File: src/bridge_pkg.sv
package bridge_pkg;

  ////////////////////
  // widths
  ////////////////////

  // uart and spi bytes
  localparam int BYTE_W = 8;
  // address byte then data byte
  localparam int SPI_FRAME_W = 16;

  ////////////////////
  // timing
  ////////////////////

  // sys_clk cycles per sck half period
  localparam int SPI_HALF_PERIOD = 4;
  // 115200 baud at 100 MHz
  localparam int DEFAULT_CLKS_PER_BIT = 868;
  localparam int REPLY_FIFO_DEPTH = 4;
  // display reset hold after system reset
  localparam int RESET_HOLD_CYCLES = 10;

  ////////////////////
  // state encodings
  ////////////////////

  // bit phase, shared by rx and tx
  typedef enum logic [1:0] {UART_IDLE, UART_START, UART_DATA, UART_STOP} uart_state_e;

  typedef enum logic [1:0] {SPI_IDLE, SPI_SHIFT, SPI_FINISH} spi_state_e;

endpackage

File: src/reset_stretch.sv
`timescale 1ns/1ps

module reset_stretch import bridge_pkg::*; (
  input  logic sys_clk,
  input  logic reset_all_cmd_w,
  output logic slm_reset_n_o
);

  // wide enough to hold the full count
  localparam int CNT_W = $clog2(RESET_HOLD_CYCLES + 1);

  logic [CNT_W-1:0] hold_cnt_q;

  // count reloads for as long as reset is high
  // display reset released only once count hits zero
  always_ff @(posedge sys_clk) begin
    if (reset_all_cmd_w) begin
      hold_cnt_q    <= CNT_W'(RESET_HOLD_CYCLES);
      slm_reset_n_o <= 1'b0;
    end else begin
      if (hold_cnt_q != '0) begin
        hold_cnt_q <= hold_cnt_q - 1'b1;
      end
      // active low toward the display
      slm_reset_n_o <= (hold_cnt_q == '0);
    end
  end

endmodule

File: src/uart_rx.sv
`timescale 1ns/1ps

module uart_rx import bridge_pkg::*; #(
  parameter int CLKS_PER_BIT = DEFAULT_CLKS_PER_BIT
) (
  input  logic              sys_clk,
  input  logic              reset_all_cmd_w,
  input  logic              rx_serial_i,
  output logic              rx_valid_o,
  output logic [BYTE_W-1:0] rx_byte_o
);

  localparam int CNT_W = (CLKS_PER_BIT > 1) ? $clog2(CLKS_PER_BIT) : 1;
  localparam int IDX_W = $clog2(BYTE_W);
  // end of a full bit, and the middle of the start bit
  localparam logic [CNT_W-1:0] BIT_LAST  = CNT_W'(CLKS_PER_BIT - 1);
  localparam logic [CNT_W-1:0] HALF_LAST = CNT_W'(CLKS_PER_BIT / 2 - 1);

  logic             rx_meta_q;
  logic             rx_sync_q;
  uart_state_e      state_q;
  logic [CNT_W-1:0] clk_cnt_q;
  logic [IDX_W-1:0] bit_idx_q;
  logic             sample_data;

  ////////////////////
  // line sync
  ////////////////////

  // two flops, line idles high
  always_ff @(posedge sys_clk) begin
    if (reset_all_cmd_w) begin
      rx_meta_q <= 1'b1;
      rx_sync_q <= 1'b1;
    end else begin
      rx_meta_q <= rx_serial_i;
      rx_sync_q <= rx_meta_q;
    end
  end

  ////////////////////
  // bit phase fsm
  ////////////////////

  always_ff @(posedge sys_clk) begin
    if (reset_all_cmd_w) begin
      state_q    <= UART_IDLE;
      clk_cnt_q  <= '0;
      bit_idx_q  <= '0;
      rx_valid_o <= 1'b0;
    end else begin
      rx_valid_o <= 1'b0;
      case (state_q)
        UART_IDLE: begin
          clk_cnt_q <= '0;
          // falling edge opens a frame
          if (!rx_sync_q) begin
            state_q <= UART_START;
          end
        end
        UART_START: begin
          if (clk_cnt_q == HALF_LAST) begin
            clk_cnt_q <= '0;
            bit_idx_q <= '0;
            // still low at mid bit, otherwise a glitch
            state_q   <= rx_sync_q ? UART_IDLE : UART_DATA;
          end else begin
            clk_cnt_q <= clk_cnt_q + 1'b1;
          end
        end
        UART_DATA: begin
          if (clk_cnt_q == BIT_LAST) begin
            clk_cnt_q <= '0;
            if (bit_idx_q == IDX_W'(BYTE_W - 1)) begin
              state_q <= UART_STOP;
            end else begin
              bit_idx_q <= bit_idx_q + 1'b1;
            end
          end else begin
            clk_cnt_q <= clk_cnt_q + 1'b1;
          end
        end
        UART_STOP: begin
          if (clk_cnt_q == BIT_LAST) begin
            clk_cnt_q <= '0;
            // low stop bit means framing error, byte dropped
            rx_valid_o <= rx_sync_q;
            state_q    <= UART_IDLE;
          end else begin
            clk_cnt_q <= clk_cnt_q + 1'b1;
          end
        end
        default: state_q <= UART_IDLE;
      endcase
    end
  end

  // mid bit of each data bit
  assign sample_data = (state_q == UART_DATA) && (clk_cnt_q == BIT_LAST);

  // lsb arrives first, shift in from the top
  always_ff @(posedge sys_clk) begin
    if (sample_data) begin
      rx_byte_o <= {rx_sync_q, rx_byte_o[BYTE_W-1:1]};
    end
  end

endmodule

File: src/cmd_pairer.sv
`timescale 1ns/1ps

module cmd_pairer import bridge_pkg::*; (
  input  logic                   sys_clk,
  input  logic                   reset_all_cmd_w,
  input  logic                   rx_valid_i,
  input  logic [BYTE_W-1:0]      rx_byte_i,
  output logic                   spi_start_o,
  output logic [SPI_FRAME_W-1:0] spi_word_o
);

  // set once the address byte of a pair is held
  logic              have_addr_q;
  logic [BYTE_W-1:0] addr_q;
  logic              pair_done;

  // second byte of a pair completes the command
  assign pair_done = rx_valid_i && have_addr_q;

  ////////////////////
  // odd/even tracking
  ////////////////////

  // reset puts us back at an address byte
  always_ff @(posedge sys_clk) begin
    if (reset_all_cmd_w) begin
      have_addr_q <= 1'b0;
      spi_start_o <= 1'b0;
    end else begin
      spi_start_o <= pair_done;
      if (rx_valid_i) begin
        have_addr_q <= !have_addr_q;
      end
    end
  end

  ////////////////////
  // byte capture
  ////////////////////

  // first byte parks here
  always_ff @(posedge sys_clk) begin
    if (rx_valid_i && !have_addr_q) begin
      addr_q <= rx_byte_i;
    end
  end

  // address goes out first, so upper half
  always_ff @(posedge sys_clk) begin
    if (pair_done) begin
      spi_word_o <= {addr_q, rx_byte_i};
    end
  end

endmodule

File: src/spi_master.sv
`timescale 1ns/1ps

module spi_master import bridge_pkg::*; (
  input  logic                   sys_clk,
  input  logic                   reset_all_cmd_w,
  input  logic                   spi_start_i,
  input  logic [SPI_FRAME_W-1:0] spi_word_i,
  output logic                   spi_sen_o,
  output logic                   spi_sck_o,
  output logic                   spi_sdat_o,
  input  logic                   spi_sout_i,
  output logic                   spi_done_o,
  output logic [BYTE_W-1:0]      spi_reply_o
);

  localparam int HALF_W = (SPI_HALF_PERIOD > 1) ? $clog2(SPI_HALF_PERIOD) : 1;
  localparam int BIT_W  = $clog2(SPI_FRAME_W);
  localparam logic [HALF_W-1:0] HALF_LAST = HALF_W'(SPI_HALF_PERIOD - 1);
  localparam logic [BIT_W-1:0]  BIT_LAST  = BIT_W'(SPI_FRAME_W - 1);

  spi_state_e             state_q;
  logic [HALF_W-1:0]      half_cnt_q;
  logic [BIT_W-1:0]       bit_cnt_q;
  logic [SPI_FRAME_W-1:0] tx_sh_q;
  logic [BYTE_W-1:0]      rx_sh_q;
  logic                   half_end;
  logic                   sck_rise;

  assign half_end = (state_q == SPI_SHIFT) && (half_cnt_q == HALF_LAST);
  // sample point, mode 0
  assign sck_rise = half_end && !spi_sck_o;

  // msb first
  assign spi_sdat_o  = tx_sh_q[SPI_FRAME_W-1];
  assign spi_reply_o = rx_sh_q;

  ////////////////////
  // frame fsm
  ////////////////////

  always_ff @(posedge sys_clk) begin
    if (reset_all_cmd_w) begin
      state_q    <= SPI_IDLE;
      spi_sen_o  <= 1'b1;
      spi_sck_o  <= 1'b0;
      spi_done_o <= 1'b0;
      half_cnt_q <= '0;
      bit_cnt_q  <= '0;
      tx_sh_q    <= '0;
    end else begin
      spi_done_o <= 1'b0;
      case (state_q)
        SPI_IDLE: begin
          if (spi_start_i) begin
            // first bit valid as soon as select drops
            tx_sh_q    <= spi_word_i;
            spi_sen_o  <= 1'b0;
            half_cnt_q <= '0;
            bit_cnt_q  <= '0;
            state_q    <= SPI_SHIFT;
          end
        end
        SPI_SHIFT: begin
          if (half_cnt_q == HALF_LAST) begin
            half_cnt_q <= '0;
            spi_sck_o  <= !spi_sck_o;
            // falling edge ends a bit
            if (spi_sck_o) begin
              if (bit_cnt_q == BIT_LAST) begin
                spi_sen_o  <= 1'b1;
                spi_done_o <= 1'b1;
                state_q    <= SPI_FINISH;
              end else begin
                tx_sh_q   <= {tx_sh_q[SPI_FRAME_W-2:0], 1'b0};
                bit_cnt_q <= bit_cnt_q + 1'b1;
              end
            end
          end else begin
            half_cnt_q <= half_cnt_q + 1'b1;
          end
        end
        // done cycle, select already high
        SPI_FINISH: state_q <= SPI_IDLE;
        default: state_q <= SPI_IDLE;
      endcase
    end
  end

  // only the data half survives in the reply
  always_ff @(posedge sys_clk) begin
    if (sck_rise) begin
      rx_sh_q <= {rx_sh_q[BYTE_W-2:0], spi_sout_i};
    end
  end

  // pairer relies on a uart byte being far slower than a frame
  a_start_when_idle : assert property (
    @(posedge sys_clk) disable iff (reset_all_cmd_w)
    spi_start_i |-> (state_q == SPI_IDLE)
  ) else $error("spi start while frame in progress");

endmodule

File: src/reply_fifo.sv
`timescale 1ns/1ps

module reply_fifo import bridge_pkg::*; (
  input  logic              sys_clk,
  input  logic              reset_all_cmd_w,
  input  logic              push_i,
  input  logic [BYTE_W-1:0] push_data_i,
  input  logic              pop_i,
  output logic              empty_o,
  output logic [BYTE_W-1:0] head_o
);

  localparam int PTR_W = $clog2(REPLY_FIFO_DEPTH);
  localparam int CNT_W = $clog2(REPLY_FIFO_DEPTH + 1);
  localparam logic [PTR_W-1:0] PTR_LAST = PTR_W'(REPLY_FIFO_DEPTH - 1);

  logic [BYTE_W-1:0] mem_q [REPLY_FIFO_DEPTH];
  logic [PTR_W-1:0]  wr_ptr_q;
  logic [PTR_W-1:0]  rd_ptr_q;
  logic [CNT_W-1:0]  count_q;
  logic              full;
  logic              do_push;
  logic              do_pop;

  assign full    = (count_q == CNT_W'(REPLY_FIFO_DEPTH));
  assign empty_o = (count_q == '0);
  // reply dropped when full
  assign do_push = push_i && !full;
  assign do_pop  = pop_i && !empty_o;
  // show-ahead read
  assign head_o  = mem_q[rd_ptr_q];

  always_ff @(posedge sys_clk) begin
    if (do_push) begin
      mem_q[wr_ptr_q] <= push_data_i;
    end
  end

  ////////////////////
  // pointers and count
  ////////////////////

  always_ff @(posedge sys_clk) begin
    if (reset_all_cmd_w) begin
      wr_ptr_q <= '0;
      rd_ptr_q <= '0;
      count_q  <= '0;
    end else begin
      if (do_push) begin
        wr_ptr_q <= (wr_ptr_q == PTR_LAST) ? '0 : wr_ptr_q + 1'b1;
      end
      if (do_pop) begin
        rd_ptr_q <= (rd_ptr_q == PTR_LAST) ? '0 : rd_ptr_q + 1'b1;
      end
      // simultaneous push and pop leaves count alone
      case ({do_push, do_pop})
        2'b10:   count_q <= count_q + 1'b1;
        2'b01:   count_q <= count_q - 1'b1;
        default: count_q <= count_q;
      endcase
    end
  end

  // tx side must check empty before popping
  a_no_pop_empty : assert property (
    @(posedge sys_clk) disable iff (reset_all_cmd_w)
    pop_i |-> !empty_o
  ) else $error("pop from empty reply fifo");

endmodule

File: src/uart_tx.sv
`timescale 1ns/1ps

module uart_tx import bridge_pkg::*; #(
  parameter int CLKS_PER_BIT = DEFAULT_CLKS_PER_BIT
) (
  input  logic              sys_clk,
  input  logic              reset_all_cmd_w,
  input  logic              fifo_empty_i,
  input  logic [BYTE_W-1:0] fifo_head_i,
  output logic              fifo_pop_o,
  output logic              tx_serial_o
);

  localparam int CNT_W = (CLKS_PER_BIT > 1) ? $clog2(CLKS_PER_BIT) : 1;
  localparam int IDX_W = $clog2(BYTE_W);
  localparam logic [CNT_W-1:0] BIT_LAST = CNT_W'(CLKS_PER_BIT - 1);

  uart_state_e       state_q;
  logic [CNT_W-1:0]  clk_cnt_q;
  logic [IDX_W-1:0]  bit_idx_q;
  logic [BYTE_W-1:0] tx_sh_q;
  logic              load;
  logic              shift_en;

  // pop cycle, head still valid until this edge
  assign load     = (state_q == UART_IDLE) && fifo_pop_o;
  assign shift_en = (clk_cnt_q == BIT_LAST) &&
                    ((state_q == UART_START) || (state_q == UART_DATA));

  ////////////////////
  // bit phase fsm
  ////////////////////

  always_ff @(posedge sys_clk) begin
    if (reset_all_cmd_w) begin
      state_q     <= UART_IDLE;
      clk_cnt_q   <= '0;
      bit_idx_q   <= '0;
      fifo_pop_o  <= 1'b0;
      tx_serial_o <= 1'b1;
    end else begin
      fifo_pop_o <= 1'b0;
      if (state_q != UART_IDLE) begin
        clk_cnt_q <= (clk_cnt_q == BIT_LAST) ? '0 : clk_cnt_q + 1'b1;
      end
      case (state_q)
        UART_IDLE: begin
          clk_cnt_q <= '0;
          bit_idx_q <= '0;
          if (fifo_pop_o) begin
            // byte latched, start bit goes out
            tx_serial_o <= 1'b0;
            state_q     <= UART_START;
          end else if (!fifo_empty_i) begin
            fifo_pop_o <= 1'b1;
          end
        end
        UART_START: begin
          if (clk_cnt_q == BIT_LAST) begin
            tx_serial_o <= tx_sh_q[0];
            state_q     <= UART_DATA;
          end
        end
        UART_DATA: begin
          if (clk_cnt_q == BIT_LAST) begin
            if (bit_idx_q == IDX_W'(BYTE_W - 1)) begin
              tx_serial_o <= 1'b1;
              state_q     <= UART_STOP;
            end else begin
              // shift register already moved on
              tx_serial_o <= tx_sh_q[0];
              bit_idx_q   <= bit_idx_q + 1'b1;
            end
          end
        end
        UART_STOP: begin
          if (clk_cnt_q == BIT_LAST) begin
            state_q <= UART_IDLE;
          end
        end
        default: state_q <= UART_IDLE;
      endcase
    end
  end

  // lsb first, shift down
  always_ff @(posedge sys_clk) begin
    if (load) begin
      tx_sh_q <= fifo_head_i;
    end else if (shift_en) begin
      tx_sh_q <= tx_sh_q >> 1;
    end
  end

endmodule

File: src/spi_bridge_top.sv
`timescale 1ns/1ps

module spi_bridge_top import bridge_pkg::*; #(
  parameter int CLKS_PER_BIT = DEFAULT_CLKS_PER_BIT
) (
  input  logic sys_clk,
  input  logic reset_all_cmd_w,
  input  logic uart_rx_i,
  output logic uart_tx_o,
  output logic spi_sen_o,
  output logic spi_sck_o,
  output logic spi_sdat_o,
  input  logic spi_sout_i,
  output logic slm_reset_n_o
);

  // rx to pairer
  logic                   rx_valid;
  logic [BYTE_W-1:0]      rx_byte;
  // pairer to spi
  logic                   spi_start;
  logic [SPI_FRAME_W-1:0] spi_word;
  // spi to fifo
  logic                   spi_done;
  logic [BYTE_W-1:0]      spi_reply;
  // fifo to tx
  logic                   fifo_empty;
  logic [BYTE_W-1:0]      fifo_head;
  logic                   fifo_pop;

  ////////////////////
  // display reset
  ////////////////////

  reset_stretch u_reset_stretch (
    .sys_clk         (sys_clk),
    .reset_all_cmd_w (reset_all_cmd_w),
    .slm_reset_n_o   (slm_reset_n_o)
  );

  ////////////////////
  // host to display
  ////////////////////

  uart_rx #(.CLKS_PER_BIT(CLKS_PER_BIT)) u_uart_rx (
    .sys_clk         (sys_clk),
    .reset_all_cmd_w (reset_all_cmd_w),
    .rx_serial_i     (uart_rx_i),
    .rx_valid_o      (rx_valid),
    .rx_byte_o       (rx_byte)
  );

  // addr byte then data byte
  cmd_pairer u_cmd_pairer (
    .sys_clk         (sys_clk),
    .reset_all_cmd_w (reset_all_cmd_w),
    .rx_valid_i      (rx_valid),
    .rx_byte_i       (rx_byte),
    .spi_start_o     (spi_start),
    .spi_word_o      (spi_word)
  );

  spi_master u_spi_master (
    .sys_clk         (sys_clk),
    .reset_all_cmd_w (reset_all_cmd_w),
    .spi_start_i     (spi_start),
    .spi_word_i      (spi_word),
    .spi_sen_o       (spi_sen_o),
    .spi_sck_o       (spi_sck_o),
    .spi_sdat_o      (spi_sdat_o),
    .spi_sout_i      (spi_sout_i),
    .spi_done_o      (spi_done),
    .spi_reply_o     (spi_reply)
  );

  ////////////////////
  // replies back to host
  ////////////////////

  reply_fifo u_reply_fifo (
    .sys_clk         (sys_clk),
    .reset_all_cmd_w (reset_all_cmd_w),
    .push_i          (spi_done),
    .push_data_i     (spi_reply),
    .pop_i           (fifo_pop),
    .empty_o         (fifo_empty),
    .head_o          (fifo_head)
  );

  uart_tx #(.CLKS_PER_BIT(CLKS_PER_BIT)) u_uart_tx (
    .sys_clk         (sys_clk),
    .reset_all_cmd_w (reset_all_cmd_w),
    .fifo_empty_i    (fifo_empty),
    .fifo_head_i     (fifo_head),
    .fifo_pop_o      (fifo_pop),
    .tx_serial_o     (uart_tx_o)
  );

endmodule

File: config.mk
export PLATFORM = sky130hd
export DESIGN_NAME = spi_bridge_top
export DESIGN_NICKNAME = d
export VERILOG_FILES = /design/src/bridge_pkg.sv /design/src/reset_stretch.sv /design/src/uart_rx.sv /design/src/cmd_pairer.sv /design/src/spi_master.sv /design/src/reply_fifo.sv /design/src/uart_tx.sv /design/src/spi_bridge_top.sv
export SDC_FILE = /design/constraint.sdc
export NUM_CORES = 1
export LEC_CHECK = 0
export BUFFER_PORTS_ARGS = -buffer_cell sky130_fd_sc_hd__clkbuf_2
export CAP_MARGIN = 20
export CORE_MARGIN = 2
export CORE_UTILIZATION = 50
export CTS_CLUSTER_DIAMETER = 120
export DETAILED_ROUTE_END_ITERATION = 12
export PLACE_DENSITY = 0.63
export SYNTH_ARGS = -nofsm -noshare
export SYNTH_HDL_FRONTEND = slang
export SYNTH_SLANG_ARGS = --single-unit
File: constraint.sdc
create_clock -name sys_clk -period 5 [get_ports sys_clk]
set_input_delay 0.5 -clock sys_clk [delete_from_list [all_inputs] [get_ports sys_clk]]
set_output_delay 0.5 -clock sys_clk [all_outputs]
set_load 0.02 [all_outputs]
==> impl_metrics.tcl, run 1 <==
set metrics [dict create \
    status "complete, no violations" \
    slew_violations 0 \
    grt_max_degree 44 \
    worstSetupEndpointType "flip-flop" \
    final.period_utilization_pct 43.6 \
    grtUsageMet1_pct 21.8 \
    gp_congestion 0.777 \
    clkLatencyLatePin_ns 0.42 \
    port_buffers 8 \
    chipWidth_um 117 \
    path_buf_inv 3 \
    ir_worst_vdd_v 0.000238 \
    grtUsageMet2_pct 26.7 \
    ctsHoldBuffers 0 \
    crit_arrival_ns 2.52 \
    r2r_cells 9 \
    reg2reg_from "u_reply_fifo.count_q[1]$_SDFFE_PP0P_" \
    grt_pass1_wl_mm 17.5 \
    setup_violations 0 \
    fin_ws_ns 2.82 \
    finalSetupTns_ns 0 \
    synth.cell_area_sq_um 6370 \
    fillers 1061 \
    drv_cap 0 \
    clk_pin_slew_ns 0.06 \
    clockBufferDepth 2 \
    syn_inst 522 \
    async_flop_share_pct 0 \
    crit_top_cell "inv_1" \
    drtIter0Drc 300 \
    antenna_left 0 \
    grt_pass1_vias 3712 \
    critPathMaxStageDelay_ns 0.53 \
    leakage_nw 2.41 \
    synth_area_leaders "edfxtp_1 38%, dfxtp_1 25%, ha_1 4.1%, nor2_1 3.7%, nand2_1 2.9%" \
    ff2ff_setup_slack_ns 2.82 \
    initial_core_util_pct 50.9 \
    antenna_found_initial 0 \
    synth_edf_count 80 \
    die_y_um 117 \
    hold-path-endpoint "u_spi_master.spi_reply_o[0]$_DFFE_PP_" \
    start_kind "flip-flop" \
    antennaDiodeCount 0 \
    skew_ns 0.00663 \
    crit_family "compound AO/OA/AOI/OAI gates" \
    relSlewSlack_pct 44.5 \
    post_cts_buffers 0 \
    drc 0 \
    tightest_slew_ns 0.832 \
    ys_ff_latch 158 \
    synth_fp_nets 548 \
    viasPerCell 5.31 \
    dieArea_sq_um 13700 \
    root_buffer "clkbuf_16" \
    syn_area_per_cell_sq_um 12.2 \
    pin_count 9 \
    yosys_warnings 0 \
    busiest_layer "met2" \
    grt_overflow 0 \
    hpwl_mm 6.82 \
    whs_path_depth 1 \
    drive_above_1_share_pct 12.0 \
    rr_endpoint "u_reply_fifo.count_q[2]$_SDFFE_PP0P_" \
    cp_slowest_cell "a31oi_1" \
    synth-seq-area-share_pct 62.2 \
    hold_start "spi_sout_i" \
    yosysUniqueCellTypes 49 \
    grtUsageMet3_pct 4.63 \
    worst-path-max-fanout 7 \
    grtUsageTotal_pct 16.9 \
    wl_per_cell_um 14.5 \
    synth_commonest_cells "80 x edfxtp_1, 78 x dfxtp_1, 62 x nor2_1" \
    yosysTopAreaCell "edfxtp_1" \
    post_cts_resized 0 \
    critical_path.cell_chain "inv_1, a31oi_1, inv_1, ha_1, inv_1, fa_1, xor2_1, or3_1, a21oi_1" \
    cts_sinks 158 \
    synth_top_area_share_pct 37.7 \
    worst-setup-path-type "reg2reg" \
    power_density_nw_per_um2 375 \
    ys.flop_type "edfxtp_1" \
    htreeDepth 4 \
    place_ws_ns 2.41 \
    hold_viol_final 0 \
    hold_class "in2reg" \
    wl_mm 10.4 \
    vias 3797 \
    cts_buffers 17 \
    rsz0062_at_grt "false" \
    yosysMostFrequentCell "edfxtp_1" \
    drt_pass1_iterations 4 \
    period_needed_ns 2.18 \
    coreArea_sq_um 12500 \
    cts_tree "yes" \
    num-nets-final 556 \
    row_count 41 \
    area_growth_pct 11.1 \
    crit_required_ns 5.33 \
    fmax_mhz 458 \
]
## power breakdown
group          internal, mW  leakage, nW  switching [mW]
registers              1.36         1.35         0.00881
logic                0.0293        0.810          0.0518
clock network         0.721        0.252           0.485
## state kept, by name (all words and copies together), names as in the netlist, 4 cells and up, named ones only
name,cells
u_uart_tx.clk_cnt_q,10
u_spi_master.bit_cnt_q,4
u_cmd_pairer.spi_word_o,16
u_uart_tx.tx_sh_q,8
u_spi_master.tx_sh_q,16
u_reply_fifo.mem_q,32
u_uart_rx.clk_cnt_q,10
u_reset_stretch.hold_cnt_q,4
u_cmd_pairer.addr_q,8
u_spi_master.spi_reply_o,8
u_uart_rx.rx_byte_o,8
## final cells by class
cell class,instances,area [sq um],area share (%)
Multi-Input combinational cell,324,2220,31.3
Clock buffer,18,429,6.06
Timing Repair Buffer,10,55.1,0.778
Inverter,19,71.3,1.01
Clock inverter,14,126,1.79
Tap cell,172,215,3.04
Sequential cell,158,3960,56.0
## worst max path at each step
stage	cells after the start	to	slack, ns	from
2_1_floorplan	9	u_reply_fifo.count_q[2]$_SDFFE_PP0P_	3.11	u_reply_fifo.count_q[0]$_SDFFE_PP0P_
3_3_place_gp	3	u_spi_master.spi_reply_o[2]$_DFFE_PP_	2.46	u_spi_master.state_q[0]$_SDFFE_PP0P_
3_5_place_dp	3	u_spi_master.spi_reply_o[2]$_DFFE_PP_	2.41	u_spi_master.state_q[0]$_SDFFE_PP0P_
4_1_cts	3	u_spi_master.spi_reply_o[4]$_DFFE_PP_	2.39	u_spi_master.state_q[0]$_SDFFE_PP0P_
5_1_grt	9	u_reply_fifo.count_q[2]$_SDFFE_PP0P_	2.64	u_reply_fifo.count_q[1]$_SDFFE_PP0P_
6_report	9	u_reply_fifo.count_q[2]$_SDFFE_PP0P_	2.82	u_reply_fifo.count_q[1]$_SDFFE_PP0P_
## placed cells by master (no fill, tap or decap), types with 4 or more instances in the layout
cell type / n
inv_1: 19
and2_1: 7
mux2_2: 9
dfxtp_1: 78
a21oi_1: 14
a311oi_1: 16
edfxtp_1: 80
xor2_1: 8
clkbuf_16: 17
and3_1: 6
mux4_2: 8
clkbuf_2: 8
nand3_1: 13
o21ai_0: 9
or3_1: 5
mux2i_1: 5
nor2_1: 62
xnor2_1: 16
nor3_1: 12
nand3b_1: 6
ha_1: 21
nor3b_1: 4
clkinvlp_4: 4
nand2b_1: 10
nand2_1: 50
nand4_1: 7
nor2b_1: 8
or2_2: 4
## cells by family after synthesis
family                   synth area share (%)
multiplexers                             5.21
buffers and inverters                    2.99
AO/OA/AOI/OAI                            5.97
AND/OR/NAND/NOR                          15.9
flip-flops                               62.2
XOR/XNOR                                 3.30
adder cells (fa/ha/maj)                  4.44
## metal layers
layer	wire, um	vias up	part of all wire (%)
met5	0	-	0
met3	296	21	2.9
met2	4940	45	48
met4	223	0	2.2
li1	-	1881	-
met1	4910	1850	47
## through the flow
step / utilization, % / cells / hold slack [ns] / area (sq um) / power [mW]
6_report: 56.5 / 715 / 0.263 / 7080 / 2.66
5_1_grt: 56.5 / 715 / 0.252 / 7080 / 2.76
4_1_cts: 56.5 / 714 / 0.243 / 7070 / 2.69
3_5_place_dp: 52.0 / 682 / 0.399 / 6510 / 1.48
3_3_place_gp: 52.0 / 682 / 0.396 / 6510 / 1.47
2_1_floorplan: - / 522 / 0.389 / 6370 / 1.46
## worst reg2reg max path, stage by stage (launching register included)
cell     delay, ns
dfxtp_1       0.36
inv_1         0.09
a31oi_1       0.53
inv_1         0.10
ha_1          0.25
inv_1         0.08
fa_1          0.17
xor2_1        0.08
or3_1         0.31
a21oi_1       0.14
Note: power is estimated with default switching activity, not from simulation.
==> inputs of run 2 (changes only) <==
--- a/config.mk
+++ b/config.mk
@@ -5,6 +5,7 @@
 export SDC_FILE = /design/constraint.sdc
 export NUM_CORES = 1
 export LEC_CHECK = 0
+export ABC_AREA = 1
 export BUFFER_PORTS_ARGS = -buffer_cell sky130_fd_sc_hd__clkbuf_2
 export CAP_MARGIN = 20
 export CORE_MARGIN = 2
==> constraint.sdc (replaced) <==
create_clock -name sys_clk -period 2.1 [get_ports sys_clk]
set_input_delay 0.21 -clock sys_clk [delete_from_list [all_inputs] [get_ports sys_clk]]
set_output_delay 0.21 -clock sys_clk [all_outputs]
set_load 0.02 [all_outputs]
==> impl_metrics.tcl, run 2 <==
set metrics [dict create \
    status "complete, no violations" \
    hpwl_mm 7.31 \
    final.period_utilization_pct 90.7 \
    async_flop_share_pct 0 \
    syn_area_per_cell_sq_um 10.0 \
    power_density_nw_per_um2 972 \
    setup_violations 0 \
    grtUsageMet1_pct 20.9 \
    htreeDepth 4 \
    cts_buffers 17 \
    post_cts_buffers 0 \
    synth.cell_area_sq_um 6540 \
    finalSetupTns_ns 0 \
    period_needed_ns 1.90 \
    ys.flop_type "edfxtp_1" \
    tightest_slew_ns 0.696 \
    grt_overflow 0 \
    yosysTopAreaCell "edfxtp_1" \
    hold_viol_final 0 \
    root_buffer "clkbuf_16" \
    wl_per_cell_um 12.4 \
    grtUsageMet2_pct 26.8 \
    viasPerCell 4.88 \
    port_buffers 8 \
    synth-seq-area-share_pct 60.6 \
    relSlewSlack_pct 53.4 \
    largest_registers "u_reply_fifo.mem_q (32), u_cmd_pairer.spi_word_o (16), u_spi_master.tx_sh_q (16)" \
    ys_ff_latch 158 \
    synth_area_leaders "edfxtp_1 37%, dfxtp_1 24%, nand2_1 5.7%, nor2_1 5.7%, ha_1 4.0%" \
    largest_reg_flops 32 \
    critPathMaxStageDelay_ns 0.39 \
    cts_tree "yes" \
    skew_ns 0.00431 \
    ir_worst_vdd_v 0.000555 \
    drc 0 \
    worstSetupEndpointType "flip-flop" \
    clk_pin_slew_ns 0.06 \
    grt_pass1_vias 4114 \
    pwr-share-seq_pct 46.6 \
    antenna_left 0 \
    gp_congestion 0.785 \
    p_int_mw 5.53 \
    crit_required_ns 2.41 \
    p_sw_share_pct 23.6 \
    grt_pass1_wl_mm 18.9 \
    worst-path-max-fanout 4 \
    synth_edf_count 80 \
    worst-setup-path-type "reg2reg" \
    grtUsageMet3_pct 4.87 \
    dieArea_sq_um 14000 \
    fillers 1061 \
    most-common-layout-cells "100 x nor2_1, 100 x nand2_1, 80 x edfxtp_1, 78 x dfxtp_1, 65 x inv_1" \
    row_count 41 \
    clockBufferDepth 2 \
    synth_commonest_cells "100 x nand2_1, 100 x nor2_1, 80 x edfxtp_1" \
    leakage_nw 2.93 \
    synth_fp_nets 679 \
    drive_above_1_share_pct 14.6 \
    grtUsageTotal_pct 16.7 \
    coreArea_sq_um 12700 \
    chipWidth_um 118 \
    wl_mm 10.8 \
    power_switching_mw 1.71 \
    final_cells 865 \
    cp_slowest_cell "fa_1" \
    place_inst 831 \
    area_growth_pct 14.0 \
    antenna_found_initial 0 \
    yosysUniqueCellTypes 40 \
    rsz0062_at_grt "false" \
    cts_sinks 158 \
    synth_top_area_share_pct 36.7 \
    clkLatencyLatePin_ns 0.42 \
    num-nets-final 706 \
    crit_arrival_ns 2.21 \
    regMostFlops "u_reply_fifo.mem_q" \
    clkPwrFrac_pct 44.1 \
    hold_class "in2reg" \
    syn_inst 653 \
    vias 4222 \
    share_comb_of_total_power_pct 9.3 \
    critical_path.cell_chain "nor3_1, or2_2, inv_2, ha_1, inv_1, fa_1, a21oi_1, o21ai_1, o21ai_1, a21oi_1" \
    antennaDiodeCount 0 \
    busiest_layer "met2" \
    drv_cap 0 \
    fmax_mhz 525 \
    grt_max_degree 31 \
    pin_count 9 \
    yosys_warnings 0 \
    initial_core_util_pct 51.6 \
    start_kind "flip-flop" \
    die_y_um 118 \
    slew_violations 0 \
    drtIter0Drc 257 \
    drt_pass1_iterations 4 \
]
## run 2: cell count changes after synthesis, moves of 10 or more
cell | previous run | this run
a21oi_1 | 14 | 29
a311oi_1 | 16 | 0
nand2b_1 | 10 | 0
nand2_1 | 50 | 100
o21ai_0 | 9 | 34
nor2_1 | 62 | 100
o211a_1 | 0 | 14
inv_1 | 19 | 66
xnor2_1 | 16 | 1
nand3_1 | 13 | 31
## run 2: what timing repair did
action	CTS	global route
resized for setup	0	3
hold buffers	2	0
endpoints found under the hold margin	2	0
endpoints found under the setup margin	0	1
## run 2: final timing paths
check,startpoint,end,slack (ns),depth (start not counted)
worst max-delay path,u_reply_fifo.count_q[0]$_SDFFE_PP0P_,u_reply_fifo.count_q[2]$_SDFFE_PP0P_,0.20,10
worst min-delay path,reset_all_cmd_w,u_spi_master.spi_sck_o$_SDFFE_PP0P_,0.09,2
worst max register to register,u_reply_fifo.count_q[0]$_SDFFE_PP0P_,u_reply_fifo.count_q[2]$_SDFFE_PP0P_,0.20,10
worst min register to register,u_cmd_pairer.addr_q[1]$_DFFE_PP_,u_cmd_pairer.spi_word_o[9]$_DFFE_PP_,0.42,0
## run 2: critical path, delay by kind of cell (launching register included)
family,cells,cell delay [ns]
flops,1,0.34
compound gates,4,0.40
buf+inv,2,0.15
fa+ha+maj,2,0.54
simple gates,2,0.36
## run 2: layout make-up
cell class	count	area, sq um	share of cell area, %
tap	172	215	2.89
multi-input combinational	402	2180	29.3
timing repair buffer	25	185	2.48
inverter	76	288	3.86
clock buffer	18	429	5.76
clock inverter	14	190	2.55
sequential	158	3960	53.2
## run 2: metrics by stage
| step | worst slack [ns] | hold slack, ns | util [%] | total power, mW | instance area, sq um |
|---|---|---|---|---|---|
| after CTS | 0.0976 | 0.0829 | 58.8 | 7.32 | 7460 |
| after global placement | 0.168 | 0.387 | 53.8 | 4.09 | 6820 |
| after floorplan | 0.162 | 0.309 | - | 3.98 | 6540 |
| after detailed placement | 0.147 | 0.389 | 53.8 | 4.12 | 6820 |
| final | 0.196 | 0.0906 | 58.8 | 7.25 | 7460 |
| after global routing | 0.0306 | 0.119 | 58.8 | 7.56 | 7460 |
## run 2: logic make-up (layout without fill, tap and decap cells)
kind of cell,count (synthesis),count (layout),share of synthesized area (%)
AO/OA/AOI/OAI,96,96,9.15
XOR/XNOR,5,5,0.670
adder cells (fa/ha/maj),22,22,4.32
buffers and inverters,93,133,5.97
flip-flops,158,158,60.6
AND/OR/NAND/NOR,279,279,19.3
## run 2: power groups by stage
stage	Combinational [mW]	Sequential, mW	Clock (mW)
after floorplan	0.537	3.44	0
after global placement	0.651	3.44	0
after detailed placement	0.678	3.44	0
after CTS	0.684	3.38	3.26
after global routing	0.785	3.39	3.39
final	0.676	3.38	3.19
## run 2: routing by layer
metal,up-vias,share of wire (%)
met3,11,3.1
met5,-,0
li1,2234,-
met2,38,48
met4,0,1.7
met1,1939,47
